===== src/logic/uart_ctrl_pkg.sv =====
`default_nettype none

package uart_ctrl_pkg;

   typedef enum logic [1:0] {
      tx_idle,     // waiting for a command
      tx_shift,    // both frames going out
      tx_done      // last stop bit finished
   } tx_state_t;

   typedef enum logic [2:0] {
      rx_idle,     // line high, looking for a start bit
      rx_start,    // start edge seen, waiting for mid-bit
      rx_data,
      rx_parity,
      rx_stop
   } rx_state_t;

endpackage

`default_nettype wire


===== src/logic/uart_frame_pkg.sv =====
`default_nettype none

package uart_frame_pkg;

   // line format
   localparam int data_bits      = 8;    // payload bits per frame
   localparam int frame_bits     = 11;   // start, data, parity, stop
   localparam int frames_per_cmd = 2;    // high byte goes first
   localparam int cmd_bits       = 16;

   // bit timing on the line
   localparam int clks_per_bit   = 4;
   localparam int half_bit       = 2;    // start edge to mid-bit sample

   // derived sizes
   localparam int pair_bits      = frame_bits * frames_per_cmd;
   localparam int clk_cnt_w      = $clog2(clks_per_bit);
   localparam int pair_cnt_w     = $clog2(pair_bits);
   localparam int data_cnt_w     = $clog2(data_bits);

endpackage

`default_nettype wire

===== src/logic/uart.sv =====
`default_nettype none

module uart
   import uart_frame_pkg::*;
(
   input  wire                  clk,
   input  wire                  rst_n,
   input  wire [cmd_bits-1:0]   cmd_in,
   input  wire                  cmd_vld,
   input  wire                  rx,
   output logic                 tx,
   output logic                 cmd_rdy,
   output logic [data_bits-1:0] read_data,
   output logic                 read_rdy,
   output logic                 rx_err
);

   // command in, two frames out on tx
   uart_cmd_tx u_cmd_tx (
      .clk     (clk),
      .rst_n   (rst_n),
      .cmd_in  (cmd_in),
      .cmd_vld (cmd_vld),
      .tx      (tx),
      .cmd_rdy (cmd_rdy)
   );

   // frames in on rx, one byte per frame
   uart_byte_rx u_byte_rx (
      .clk       (clk),
      .rst_n     (rst_n),
      .rx        (rx),
      .read_data (read_data),
      .read_rdy  (read_rdy),
      .rx_err    (rx_err)
   );

endmodule

`default_nettype wire


===== src/logic/uart_byte_rx.sv =====
`default_nettype none

module uart_byte_rx
   import uart_frame_pkg::*, uart_ctrl_pkg::*;
(
   input  wire                  clk,
   input  wire                  rst_n,
   input  wire                  rx,
   output logic [data_bits-1:0] read_data,
   output logic                 read_rdy,
   output logic                 rx_err
);

   logic                    rx_meta;
   logic                    rx_sync;
   rx_state_t               state;
   logic [clk_cnt_w-1:0]    clk_cnt;
   logic [data_cnt_w-1:0]   bit_cnt;    // data bits taken so far
   logic [data_bits-1:0]    shift;
   logic                    par_bit;
   logic                    half_done;  // middle of the start bit
   logic                    mid_bit;    // middle of data, parity and stop bits
   logic                    frame_ok;

   // two flops on the asynchronous line, idle high
   always_ff @(posedge clk or negedge rst_n) begin
      if (!rst_n) begin
         rx_meta <= 1'b1;
         rx_sync <= 1'b1;
      end else begin
         rx_meta <= rx;
         rx_sync <= rx_meta;
      end
   end

   assign half_done = clk_cnt == clk_cnt_w'(half_bit - 1);
   assign mid_bit   = clk_cnt == clk_cnt_w'(clks_per_bit - 1);

   // checked at the stop sample, rx_sync is the stop bit itself
   assign frame_ok = (^{shift, par_bit}) & rx_sync;

   // data bits arrive msb first
   always_ff @(posedge clk) begin
      if (mid_bit) begin
         if (state == rx_data) begin
            shift <= {shift[data_bits-2:0], rx_sync};
         end
         if (state == rx_parity) begin
            par_bit <= rx_sync;
         end
      end
   end

   always_ff @(posedge clk or negedge rst_n) begin
      if (!rst_n) begin
         state     <= rx_idle;
         clk_cnt   <= '0;
         bit_cnt   <= '0;
         read_data <= '0;
         read_rdy  <= 1'b0;
         rx_err    <= 1'b0;
      end else begin
         read_rdy <= 1'b0;    // pulses last one cycle
         rx_err   <= 1'b0;
         case (state)
            rx_idle: begin
               clk_cnt <= '0;
               if (!rx_sync) begin
                  state <= rx_start;
               end
            end

            rx_start: begin
               if (half_done) begin
                  clk_cnt <= '0;
                  bit_cnt <= '0;
                  state   <= rx_sync ? rx_idle : rx_data;    // high again: glitch
               end else begin
                  clk_cnt <= clk_cnt + 1'b1;
               end
            end

            rx_data: begin
               if (mid_bit) begin
                  clk_cnt <= '0;
                  if (bit_cnt == data_cnt_w'(data_bits - 1)) begin
                     state <= rx_parity;
                  end else begin
                     bit_cnt <= bit_cnt + 1'b1;
                  end
               end else begin
                  clk_cnt <= clk_cnt + 1'b1;
               end
            end

            rx_parity: begin
               if (mid_bit) begin
                  clk_cnt <= '0;
                  state   <= rx_stop;
               end else begin
                  clk_cnt <= clk_cnt + 1'b1;
               end
            end

            rx_stop: begin
               if (mid_bit) begin
                  clk_cnt <= '0;
                  state   <= rx_idle;    // next start edge may follow at once
                  if (frame_ok) begin
                     read_data <= shift;
                     read_rdy  <= 1'b1;
                  end else begin
                     rx_err <= 1'b1;    // bad parity or stop bit low
                  end
               end else begin
                  clk_cnt <= clk_cnt + 1'b1;
               end
            end

            default: begin
               state <= rx_idle;
            end
         endcase
      end
   end

endmodule

`default_nettype wire


===== src/logic/uart_cmd_tx.sv =====
`default_nettype none

module uart_cmd_tx
   import uart_frame_pkg::*, uart_ctrl_pkg::*;
(
   input  wire                 clk,
   input  wire                 rst_n,
   input  wire [cmd_bits-1:0]  cmd_in,
   input  wire                 cmd_vld,
   output logic                tx,
   output logic                cmd_rdy
);

   tx_state_t               state;
   logic [clk_cnt_w-1:0]    clk_cnt;    // cycles inside the current bit
   logic [pair_cnt_w-1:0]   bit_cnt;    // bits already started
   logic [pair_bits-1:0]    shreg;
   logic [data_bits-1:0]    byte_hi;
   logic [data_bits-1:0]    byte_lo;
   logic                    par_hi;
   logic                    par_lo;
   logic [frame_bits-1:0]   frame_hi;
   logic [frame_bits-1:0]   frame_lo;
   logic                    accept;
   logic                    bit_start;  // first cycle of a bit time
   logic                    bit_end;    // last cycle of a bit time

   assign byte_hi = cmd_in[cmd_bits-1 -: data_bits];
   assign byte_lo = cmd_in[data_bits-1:0];

   // odd parity: ones over data plus parity come out odd
   assign par_hi = ~^byte_hi;
   assign par_lo = ~^byte_lo;

   assign frame_hi = {1'b0, byte_hi, par_hi, 1'b1};
   assign frame_lo = {1'b0, byte_lo, par_lo, 1'b1};

   assign accept    = cmd_vld & cmd_rdy;
   assign bit_start = (state == tx_shift) && (clk_cnt == '0);
   assign bit_end   = clk_cnt == clk_cnt_w'(clks_per_bit - 1);

   // frame pair, msb leaves first
   always_ff @(posedge clk) begin
      if (accept) begin
         shreg <= {frame_hi, frame_lo};
      end else if (bit_start) begin
         shreg <= {shreg[pair_bits-2:0], 1'b1};
      end
   end

   always_ff @(posedge clk or negedge rst_n) begin
      if (!rst_n) begin
         state   <= tx_idle;
         clk_cnt <= '0;
         bit_cnt <= '0;
         tx      <= 1'b1;    // line idles high
         cmd_rdy <= 1'b1;
      end else begin
         case (state)
            tx_idle: begin
               if (accept) begin
                  cmd_rdy <= 1'b0;
                  clk_cnt <= '0;
                  bit_cnt <= '0;
                  state   <= tx_shift;
               end
            end

            tx_shift: begin
               if (bit_start) begin
                  tx <= shreg[pair_bits-1];
               end
               if (bit_end) begin
                  clk_cnt <= '0;
                  if (bit_cnt == pair_cnt_w'(pair_bits - 1)) begin
                     bit_cnt <= '0;
                     state   <= tx_done;
                  end else begin
                     bit_cnt <= bit_cnt + 1'b1;
                  end
               end else begin
                  clk_cnt <= clk_cnt + 1'b1;
               end
            end

            // second stop bit has been held for its full time here,
            // tx stays high
            tx_done: begin
               cmd_rdy <= 1'b1;
               state   <= tx_idle;
            end

            default: begin
               state <= tx_idle;
            end
         endcase
      end
   end

endmodule

`default_nettype wire


===== config.mk =====
export PLATFORM = sky130hd
export DESIGN_NAME = uart
export DESIGN_NICKNAME = d
export VERILOG_FILES = /design/src/logic/uart_ctrl_pkg.sv /design/src/logic/uart_frame_pkg.sv /design/src/logic/uart.sv /design/src/logic/uart_byte_rx.sv /design/src/logic/uart_cmd_tx.sv
export SDC_FILE = /design/constraint.sdc
export NUM_CORES = 1
export LEC_CHECK = 0
export ABC_AREA = 1
export BUFFER_PORTS_ARGS = -buffer_cell sky130_fd_sc_hd__buf_2
export CORE_UTILIZATION = 46
export DETAILED_ROUTE_END_ITERATION = 8
export SYNTH_ARGS = -nofsm -noshare
export SYNTH_HDL_FRONTEND = slang
export SYNTH_SLANG_ARGS = --single-unit

===== constraint.sdc =====
create_clock -name clk -period 2.1 [get_ports clk]
set_input_delay 0.42 -clock clk [delete_from_list [all_inputs] [get_ports clk]]
set_output_delay 0.42 -clock clk [all_outputs]
set_load 0.02 [all_outputs]

Word level (Yosys, flattened, before mapping)
Index checks and enable logic that the tools add are counted.

word-level totals
  register bits = 61
  output and inout bits = 12
  logic and storage cells = 103
  input bits = 20

operators by class
  muxes and demuxes = 36
  $add $sub $neg = 4
  reductions and logical operators = 23
  equality and inequality tests = 21
  bitwise operators = 2

operators by type and width
  operator               number
  $mux W21               2
  $mux W3                9
  $mux W2                8
  $reduce_xnor A8 Y1     2
  $mux W5                3
  $pmux W3 S5            1
  $ne A2 B1 Y1 const B   6
  $pmux W5 S2            1
  $reduce_and A2 Y1      5
  $reduce_and A3 Y1      3
  $reduce_xor A9 Y1      1
  $ne A2 B2 Y1 const B   4
  $pmux W2 S2            2
  $reduce_bool A2 Y1     4
  $mux W1                7
  $eq A2 B2 Y1 const B   3
  $eq A3 B2 Y1 const B   2
  $eq A3 B3 Y1 const B   2
  $pmux W2 S3            1
  $pmux W3 S2            1
  $reduce_and A6 Y1      1
  $add A5 B1 Y5 const B  1
  $eq A5 B5 Y1 const B   1
  $add A2 B1 Y2 const B  2
  other kinds (11)       14

Longest topological paths before layout
Gate-level depths: netlist of run 1.

  word-level depth = 5
  depth in mapped cells = 12
  depth with buffers taken out = 12

By module
A second synthesis of run 1 with hierarchy kept.

unflattened totals
  cells, all modules = 399
  area total of the unflattened synthesis = 3258.1 µm²

by module, submodules not included
  module        sequential area each (µm²)  instances  cells an instance  area an instance (µm²)
  uart_cmd_tx   878.3                       1          230                1776.7
  uart_byte_rx  773.2                       1          169                1481.4

Least setup slack after synthesis of run 1
Ideal clock, no wire load.

  path kind = register -> register
  start = register u_byte_rx.clk_cnt[1]
  end = register u_byte_rx.shift[0], enable pin
  stages on the path, launching flop included = 4
  period minus slack after synthesis = 1.862 ns
  buffers on the path = 0
  arrival time = 1.467 ns
  path slack = 0.238 ns
  cells stage by stage = dfrtp_1 ha_1 inv_1 nor4_1

on the way
  longest elaborated chain between the ends = 2

RTL lines
  element                      line                 source
  start, declared              uart_byte_rx.sv:17   logic [clk_cnt_w-1:0] clk_cnt;
  start signal, assigned       uart_byte_rx.sv:79   clk_cnt <= clk_cnt + 1'b1;
  start signal, assigned       uart_byte_rx.sv:92   clk_cnt <= clk_cnt + 1'b1;
  start signal, assigned       uart_byte_rx.sv:101  clk_cnt <= clk_cnt + 1'b1;
  $eq A2 B2 Y1                 uart_byte_rx.sv:37   assign mid_bit = clk_cnt == clk_cnt_w'(clks_per_bit - 1);
  $reduce_and A2 Y1 (no line)  n/a
  end signal, assigned         uart_byte_rx.sv:46   shift <= {shift[data_bits-2:0], rx_sync};
  end, declared                uart_byte_rx.sv:19   logic [data_bits-1:0] shift;

Every way passes these cells.
A chain may end at the register's enable or synchronous reset.

Worst setup path in the final report of run 1
  start = register u_cmd_tx.cmd_rdy
  end = register u_cmd_tx.bit_cnt[3]

on the way
  longest elaborated chain between the ends = 3

RTL lines
  element                      line               source
  start, declared              uart_cmd_tx.sv:11  output logic cmd_rdy
  start signal, assigned       uart_cmd_tx.sv:57  cmd_rdy <= 1'b1;
  start signal, assigned       uart_cmd_tx.sv:62  cmd_rdy <= 1'b0;
  start signal, assigned       uart_cmd_tx.sv:89  cmd_rdy <= 1'b1;
  $and A1 B1 Y1                uart_cmd_tx.sv:38  assign accept = cmd_vld & cmd_rdy;
  $ne A2 B1 Y1 (no line)       n/a
  $reduce_and A3 Y1 (no line)  n/a
  end signal, assigned         uart_cmd_tx.sv:79  bit_cnt <= bit_cnt + 1'b1;
  end, declared                uart_cmd_tx.sv:16  logic [pair_cnt_w-1:0] bit_cnt;

Every way passes these cells.

==> results of run 1 <==
## area by class of cell
type	instances	area, µm²
fillers	554	2643
repair buffers	35	185.2
flip-flops and latches	61	1652
clock buffers	9	123.9
inverters	42	157.7
well taps	75	93.84
multi-input cells	199	1140
clock inverters	7	66.31
## worst paths after layout
check	start	end	slack [ns]	cells past startpoint
max reg2reg	u_cmd_tx.cmd_rdy	u_cmd_tx.bit_cnt[3]	0.34	9
max in group asynchronous	rst_n	u_byte_rx.read_data[5]	1.51	1
min	rst_n	u_byte_rx.read_data[4]	0.13	1
min reg2reg	u_byte_rx.rx_meta	u_byte_rx.rx_sync	0.36	0
max	u_cmd_tx.cmd_rdy	u_cmd_tx.bit_cnt[3]	0.34	9
min in group clk	rx	u_byte_rx.rx_meta	0.18	1
## worst max-delay path, cell delays in order, from the launching register on
cell and delay [ns]:
sky130_fd_sc_hd__dfstp_2 0.55, sky130_fd_sc_hd__nand2_2 0.09, sky130_fd_sc_hd__inv_2 0.26, sky130_fd_sc_hd__nand2_2 0.13
sky130_fd_sc_hd__nand2_1 0.12, sky130_fd_sc_hd__nand2_2 0.11, sky130_fd_sc_hd__nor2_2 0.12, sky130_fd_sc_hd__nand3_1 0.10
sky130_fd_sc_hd__o22ai_1 0.13, sky130_fd_sc_hd__a21oi_1 0.05
## flip-flops by register name, summed over array words and instances (netlist names)
signal,count
u_cmd_tx.shreg,21
u_byte_rx.read_data,8
u_byte_rx.shift,8
u_cmd_tx.bit_cnt,5
u_byte_rx.bit_cnt,3
u_byte_rx.state,3
u_byte_rx.clk_cnt,2
u_cmd_tx.clk_cnt,2
u_cmd_tx.state,2
u_byte_rx.par_bit,1
u_byte_rx.read_rdy,1
u_byte_rx.rx_err,1
u_byte_rx.rx_meta,1
u_byte_rx.rx_sync,1
u_cmd_tx.cmd_rdy,1
u_cmd_tx.tx,1
## per-stage QoR
stage                       util  hold slack (ns)  instance area [µm²]
after floorplan                -           0.1244                 2967
after global placement    0.5326           0.3474                 3228
after detailed placement  0.5326           0.3468                 3228
after CTS                 0.5640           0.1447                 3418
after global routing      0.5640           0.1497                 3418
final                     0.5640           0.1286                 3418
## cell families after synthesis
logic type	after synthesis	share of synthesized area
buffers and inverters	46	0.05905
adder cells (fa/ha/maj)	9	0.03796
AND/OR/NAND/NOR	133	0.2067
AO/OA/AOI/OAI	43	0.09827
flip-flops	61	0.5567
XOR/XNOR	14	0.04133
## cell usage after synthesis
cell type / count / area share
sky130_fd_sc_hd__edfxtp_1: 27 / 0.27
sky130_fd_sc_hd__a21oi_1: 7 / 0.012
sky130_fd_sc_hd__or2_1: 1 / 0.0021
sky130_fd_sc_hd__nand2_1: 79 / 0.10
sky130_fd_sc_hd__nand2_2: 7 / 0.015
sky130_fd_sc_hd__nand4_2: 1 / 0.0042
sky130_fd_sc_hd__xnor2_1: 12 / 0.035
sky130_fd_sc_hd__nand4_4: 1 / 0.0072
sky130_fd_sc_hd__inv_1: 37 / 0.047
sky130_fd_sc_hd__a22o_1: 16 / 0.047
sky130_fd_sc_hd__xor2_1: 2 / 0.0059
sky130_fd_sc_hd__a31oi_1: 1 / 0.0021
sky130_fd_sc_hd__clkbuf_1: 2 / 0.0025
sky130_fd_sc_hd__dfxtp_1: 3 / 0.020
sky130_fd_sc_hd__nor3_4: 1 / 0.0055
sky130_fd_sc_hd__nor2_4: 1 / 0.0038
sky130_fd_sc_hd__nor4_1: 1 / 0.0021
sky130_fd_sc_hd__a22oi_1: 1 / 0.0025
sky130_fd_sc_hd__o21ai_0: 10 / 0.017
sky130_fd_sc_hd__buf_2: 2 / 0.0034
sky130_fd_sc_hd__nand3_1: 11 / 0.019
sky130_fd_sc_hd__inv_2: 5 / 0.0063
sky130_fd_sc_hd__nand4_1: 9 / 0.019
sky130_fd_sc_hd__o21bai_1: 2 / 0.0051
sky130_fd_sc_hd__nor2_2: 1 / 0.0021
sky130_fd_sc_hd__o22ai_1: 3 / 0.0063
sky130_fd_sc_hd__nor3_2: 1 / 0.0034
sky130_fd_sc_hd__dfstp_2: 4 / 0.035
sky130_fd_sc_hd__ha_1: 9 / 0.038
sky130_fd_sc_hd__a21oi_2: 1 / 0.0030
sky130_fd_sc_hd__dfrtp_1: 27 / 0.23
sky130_fd_sc_hd__o21ai_1: 2 / 0.0034
sky130_fd_sc_hd__nor2_1: 19 / 0.024
## where the power goes
group	internal, mW	leakage (nW)	total, mW	switching (mW)
Clock	0.539	0.0903	1.01	0.468
Sequential	1.66	0.683	1.84	0.188
Combinational	0.416	0.883	1.09	0.675
Total	2.61	1.66	3.94	1.33
## layout by cell type, fill, tap and decap left out, drive strengths merged
cell and count:
clkinvlp 2, or2 1, clkbuf 9, nor3 2, dfstp 4, a21oi 8
nor4 1, nand3 11, o22ai 3, clkinv 4, dfrtp 27, a31oi 1
o21bai 2, dfxtp 3, o21ai 12, bufinv 1, nand4 11, xnor2 12
edfxtp 27, nor2 21, xor2 2, a22o 16, a22oi 1, buf 35
inv 42, ha 9, nand2 86
## layer usage
metal  wire [µm]  track usage
met1        2734       0.2558
met2        2437       0.2744
met3         263      0.06923
met4          14      0.04737
met5           0            0
==> metrics.md, run 1 <==
| Metric | Value |
|---|---|
| Transition at the pin with the smallest max-transition slack | roughly 0.7 ns |
| Mapped Nets | 335 |
| Flip-flop and latch count after synthesis | slightly above 60 |
| Maximum clock frequency | approximately 0.57 GHz |
| Crit path kind | flip-flop to flip-flop |
| Time the final worst path needs with I/O delays and setup | 1.763 ns |
| First-pass GRT wire length | just over 9000 µm |
| Layout-stage area growth over the synthesis result | 15.23% |
| Worst clock skew on the final layout | around 0.0095 ns |
| Clock Tree Root | sky130_fd_sc_hd__clkbuf_8 |
| Distinct cells, synth | 33 |
| Core region area | approximately 6000 µm² |
| Dpl ws | approximately 0.36 ns |
| Fin cells | 428 |
| Relative max-transition margin | 0.5321 |
| Die area | approximately 6800 µm² |
| Clock sink count | a little over 60 |
| Total overflow reported by the global router | 0 |
| Drc violations | 0 |
| TritonCTS clock tree | built |
| Run status | finished, final reports clean |
| Vertical extent of the die | about 82 µm |
| Antenna diode count | 0 |
| Count of TritonRoute iterations in the first routing pass | 4 |
| Detail-routed net length per standard cell | between 10 and 15 µm |
| H-tree depth | 3 |
| DRC marker count from the first detailed-route iteration | 87 |
| Clock latency on the worst-skew pair | between 0.3 and 0.4 ns |
| I/O pin count | 32 |
| Critical path data required time | 2.32 ns |
| Deepest clock path buffer count | 2 |
| Post-route setup TNS | 0 ns |
| Number of hold violations in the final report | 0 |
| Total power density per cell area | roughly 1200 nW/µm² |
| Placed cells | roughly 410 |
| Initial antenna violation count | 0 |
| Number of cells upsized or downsized after cts | 0 |
| Total CTS buffers | 9 |
| Die W | roughly 82 µm |
| Worst IR drop on VDD | around 0.00057 V |
| Data arrival time of the critical path | between 1.5 and 2 ns |
| Count of final max-slew check failures | 0 |
| Via count | about 2100 |
| Port buffer count | 31 |
| Largest net degree at the start of global routing | 32 |
| Hold-fix buffers at CTS | 0 |
| Clock transition time at the flip-flop clock pins of the worst setup and hold paths | about 0.07 ns |
| Number of buffers added for setup after CTS | 0 |
| Avg Synthesized Cell Area | around 9.7 µm² |
| Reported leakage power | ~1.7 nW |
| Average vias per placed instance | 4.939 |
| Sequential-to-total area share from yosys stat | 0.5567 |
| Critical Path End Type | flip-flop |
| Post-layout power | approximately 3.9 mW |
| Final HPWL DP | ~3800 µm |
| Fin nets | 377 |
| Count of maximum capacitance violations | 0 |
| Number of nets still failing antenna checks after routing | 0 |
| Proportion of layout cells with a drive suffix above 1 | 0.2040 |
| Via count of the first global-routing pass | 1975 |
| YS warnings | 0 |
| Unrepaired setup endpoints after global routing | no |
| Tightest Hold Check Type | primary input to async pin |
| Synthesized area | 2967 µm² |
| Starting density of the core | 0.4895 |
| Category of the worst setup path launch point | flip-flop |
| Number of standard cells after synthesis | slightly above 300 |
| Share of the cycle needed by the critical path after routing | 0.8396 |
| Gr usage total | 0.1856 |
| Placement Rows | 28 |
| Final worst setup slack | between 0.3 and 0.4 ns |
| Finish-stage setup viols | 0 |
| Worst Path Max Fanout | 18 |
| Final estimated routing congestion in global placement | 0.7582 |
| Total length of routed wires | 5449 µm |
(Power assumes the default switching activity.)
==> run 2, diff against run 1 <==
Clock period 2.1 ns to 1.8 ns, I/O delays scaled along.
==> run 2 against run 1 <==
  * Sequential power rose by 17%
  * Combinational power rose by 16%
  * Die area did not move
  * Clock skew fell by 0.0011 ns
  * Global-route usage fell by 0.48 points
  * Clock power barely moved
  * Design area fell by 0.11%
  * Non-clock buffer count rose by 2
  * Core utilization fell by 0.062 points
  * Largest power group unchanged
==> metrics.md, run 2 (synthesis gave the netlist of run 1 again) <==
| Metric | Value |
|---|---|
| Drc violations | 0 (unchanged) |
| Total overflow reported by the global router | 0 (unchanged) |
| Initial antenna violation count | 0 (unchanged) |
| Average vias per placed instance | 4.988 (+0.99%) |
| H-tree depth | 3 (unchanged) |
| Setup slack, reg-to-reg | 0.20 ns (-0.14 ns) |
| Share of the cycle needed by the critical path after routing | 0.8912 (+0.05160) |
| Final HPWL DP | 3769 µm (-1.6%) |
| Die W | 82.31 µm (unchanged) |
| Multi-input gate area in the final layout | 1146 µm² (+0.55%) |
| Count of TritonRoute iterations in the first routing pass | 4 (unchanged) |
| I/O pin count | 32 (unchanged) |
| Total power density per cell area | 1304 nW/µm² (+13%) |
| Transition at the pin with the smallest max-transition slack | 0.4092 ns (-0.2927 ns) |
| Run status | finished, final reports clean |
| Clock latency on the worst-skew pair | 0.33 ns (about the same) |
| Number of flip-flops in the largest register | 21 (unchanged) |
| Largest net degree at the start of global routing | 32 (unchanged) |
| Post-route setup TNS | 0 ns (unchanged) |
| Vertical extent of the die | 82.31 µm (unchanged) |
| Gr usage total | 0.1807 (-0.004819) |
| Number of hold violations in the final report | 0 (unchanged) |
| Number of buffer and inverter instances along the worst setup path | 1 (unchanged) |
| Count of filler cells inserted in the layout | 530 (-4.3%) |
| Largest register by flop count | u_cmd_tx.shreg |
| Maximum clock frequency | 0.6234 GHz (+9.9%) |
| Core region area | 6061 µm² (unchanged) |
| Ordered cell list for the critical path | nand2_2, inv_4, nand2_2, nand2_1, nand2_2, nor2_2, nand3_1, o22ai_1, a21oi_1 |
| Final estimated routing congestion in global placement | 0.8011 (+5.7%) |
| Critical Path End Type | flip-flop |
| Clock Tree Root | sky130_fd_sc_hd__clkbuf_8 |
| Total CTS buffers | 9 (unchanged) |
| Reported leakage power | 1.661 nW (+0.29%) |
| Worst stage delay on the critical path | 0.54 ns (about the same) |
| TritonCTS clock tree | built |
| Count of maximum capacitance violations | 0 (unchanged) |
| Antenna diode count | 0 (unchanged) |
| Via count of the first global-routing pass | 2010 (+1.8%) |
| Crit path kind | flip-flop to flip-flop |
| FF-to-FF path depth | 9 (unchanged) |
| Count of final max-slew check failures | 0 (unchanged) |
| Cell type with the highest occurrence count on the critical path | sky130_fd_sc_hd__nand2_2 |
| Worst Path Max Fanout | 11 (-7) |
| Critical path data required time | 2.01 ns (-0.31 ns) |
| Finish-stage setup viols | 0 (unchanged) |
| Proportion of layout cells with a drive suffix above 1 | 0.2056 (+0.001668) |
| DRC marker count from the first detailed-route iteration | 76 (-13%) |
| Via count | 2145 (+1.5%) |
| Data arrival time of the critical path | 1.81 ns (-0.17 ns) |
| Clock sink count | 61 (unchanged) |
| Category of the worst setup path launch point | flip-flop |
| Reg-to-reg startpoint | u_cmd_tx.cmd_rdy |
| Most frequent standard cell in the layout excluding fill and tap cells | sky130_fd_sc_hd__nand2_1 |
| Tightest Hold Check Type | primary input to async pin |
| Area taken by flip-flops and latches | 1652 µm² (unchanged) |
| Die area | 6774 µm² (unchanged) |
| Worst IR drop on VDD | 0.0007489 V (+32%) |
| Fin nets | 379 (+0.53%) |
| Cell with the largest stage delay on the worst path | sky130_fd_sc_hd__dfstp_2 |
| Starting density of the core | 0.4895 (unchanged) |
| Post-layout power | 4.453 mW (+13%) |
| Smallest hold slack | 0.03746 ns (-0.09117 ns) |
| Detail-routed net length per standard cell | 12.72 µm (about the same) |
| Placement Rows | 28 (unchanged) |
| Deepest clock path buffer count | 2 (unchanged) |
| Worst clock skew on the final layout | 0.008413 ns (-0.001072 ns) |
| Crit path max-delay family | simple AND/OR/NAND/NOR gates |
| Layout-stage area growth over the synthesis result | 15.10% |
| Final worst setup slack | 0.1958 ns (-0.1410 ns) |
| Registers with the highest flip-flop counts | u_cmd_tx.shreg x21, u_byte_rx.read_data x8, u_byte_rx.shift x8 |
| Top library cells by usage in the layout, fill and taps aside | sky130_fd_sc_hd__nand2_1, sky130_fd_sc_hd__inv_1, sky130_fd_sc_hd__buf_2 |
| Port buffer count | 31 (unchanged) |
| Dpl ws | 0.1640 ns (-0.1928 ns) |
| Share of the core filled with cells | 0.5634 (-0.0006200) |
| First-pass GRT wire length | 9025 µm (-1.9%) |
| Unrepaired setup endpoints after global routing | no |
| Time the final worst path needs with I/O delays and setup | 1.604 ns (-0.1590 ns) |
| Total length of routed wires | 5471 µm (+0.40%) |
| Reg-to-reg critical path endpoint | u_cmd_tx.bit_cnt[3] |
| Relative max-transition margin | 0.7272 (+0.1951) |
| Clock transition time at the flip-flop clock pins of the worst setup and hold paths | 0.07 ns (about the same) |
| Number of nets still failing antenna checks after routing | 0 (unchanged) |
-- run 2: metrics by stage --
| stage | area, µm² | std cells |
|---|---|---|
| 3_3_place_gp | 3249 | 414 |
| 3_5_place_dp | 3249 | 414 |
| 6_report | 3415 | 430 |
| 2_1_floorplan | 2973 | 306 |
| 4_1_cts | 3412 | 430 |
| 5_1_grt | 3415 | 430 |
-- run 2: metal layers --
| metal | part of all wire | vias to the layer above | global-route usage | wire length [µm] |
|---|---|---|---|---|
| met4 | 0.010 | 0 | 0.07368 | 55 |
| met5 | 0 | - | 0 | 0 |
| li1 | - | 1104 | - | - |
| met1 | 0.51 | 995 | 0.2414 | 2774 |
| met2 | 0.43 | 40 | 0.2678 | 2369 |
| met3 | 0.050 | 6 | 0.06154 | 272 |
-- run 2: what timing repair did --
action | in CTS | in global routing
hold buffers | 0 | 0
gates resized for setup | 0 | 1
endpoints found under the setup margin | 0 | 1
setup buffers | 0 | 0
-- run 2: cell type report --
| class | count | share of cell area |
|---|---|---|
| Timing Repair Buffer | 37 | 0.05863 |
| Clock inverter | 2 | 0.002931 |
| Sequential cell | 61 | 0.4837 |
| Multi-Input combinational cell | 199 | 0.3357 |
| Inverter | 42 | 0.04690 |
| Clock buffer | 14 | 0.04470 |
| Tap cell | 75 | 0.02748 |
-- run 2: worst max path at each step --
stage,from,end,slack (ns),depth (start not counted)
finish,u_cmd_tx.cmd_rdy,u_cmd_tx.bit_cnt[3],0.20,9
global route,u_cmd_tx.cmd_rdy,u_cmd_tx.bit_cnt[3],0.06,9
CTS,u_cmd_tx.cmd_rdy,u_cmd_tx.bit_cnt[3],0.16,9
detailed placement,u_cmd_tx.cmd_rdy,u_cmd_tx.bit_cnt[3],0.16,9
global placement,u_cmd_tx.cmd_rdy,u_cmd_tx.bit_cnt[3],0.24,9
floorplan,u_byte_rx.clk_cnt[1],u_byte_rx.shift[0],0.27,3
-- run 2: where the power goes --
group / switching, mW / total (mW) / leakage (nW) / internal, mW
logic: 0.789 / 1.26 / 0.893 / 0.473
registers: 0.221 / 2.15 / 0.683 / 1.93
clock network: 0.500 / 1.04 / 0.0844 / 0.535
total: 1.51 / 4.45 / 1.66 / 2.94
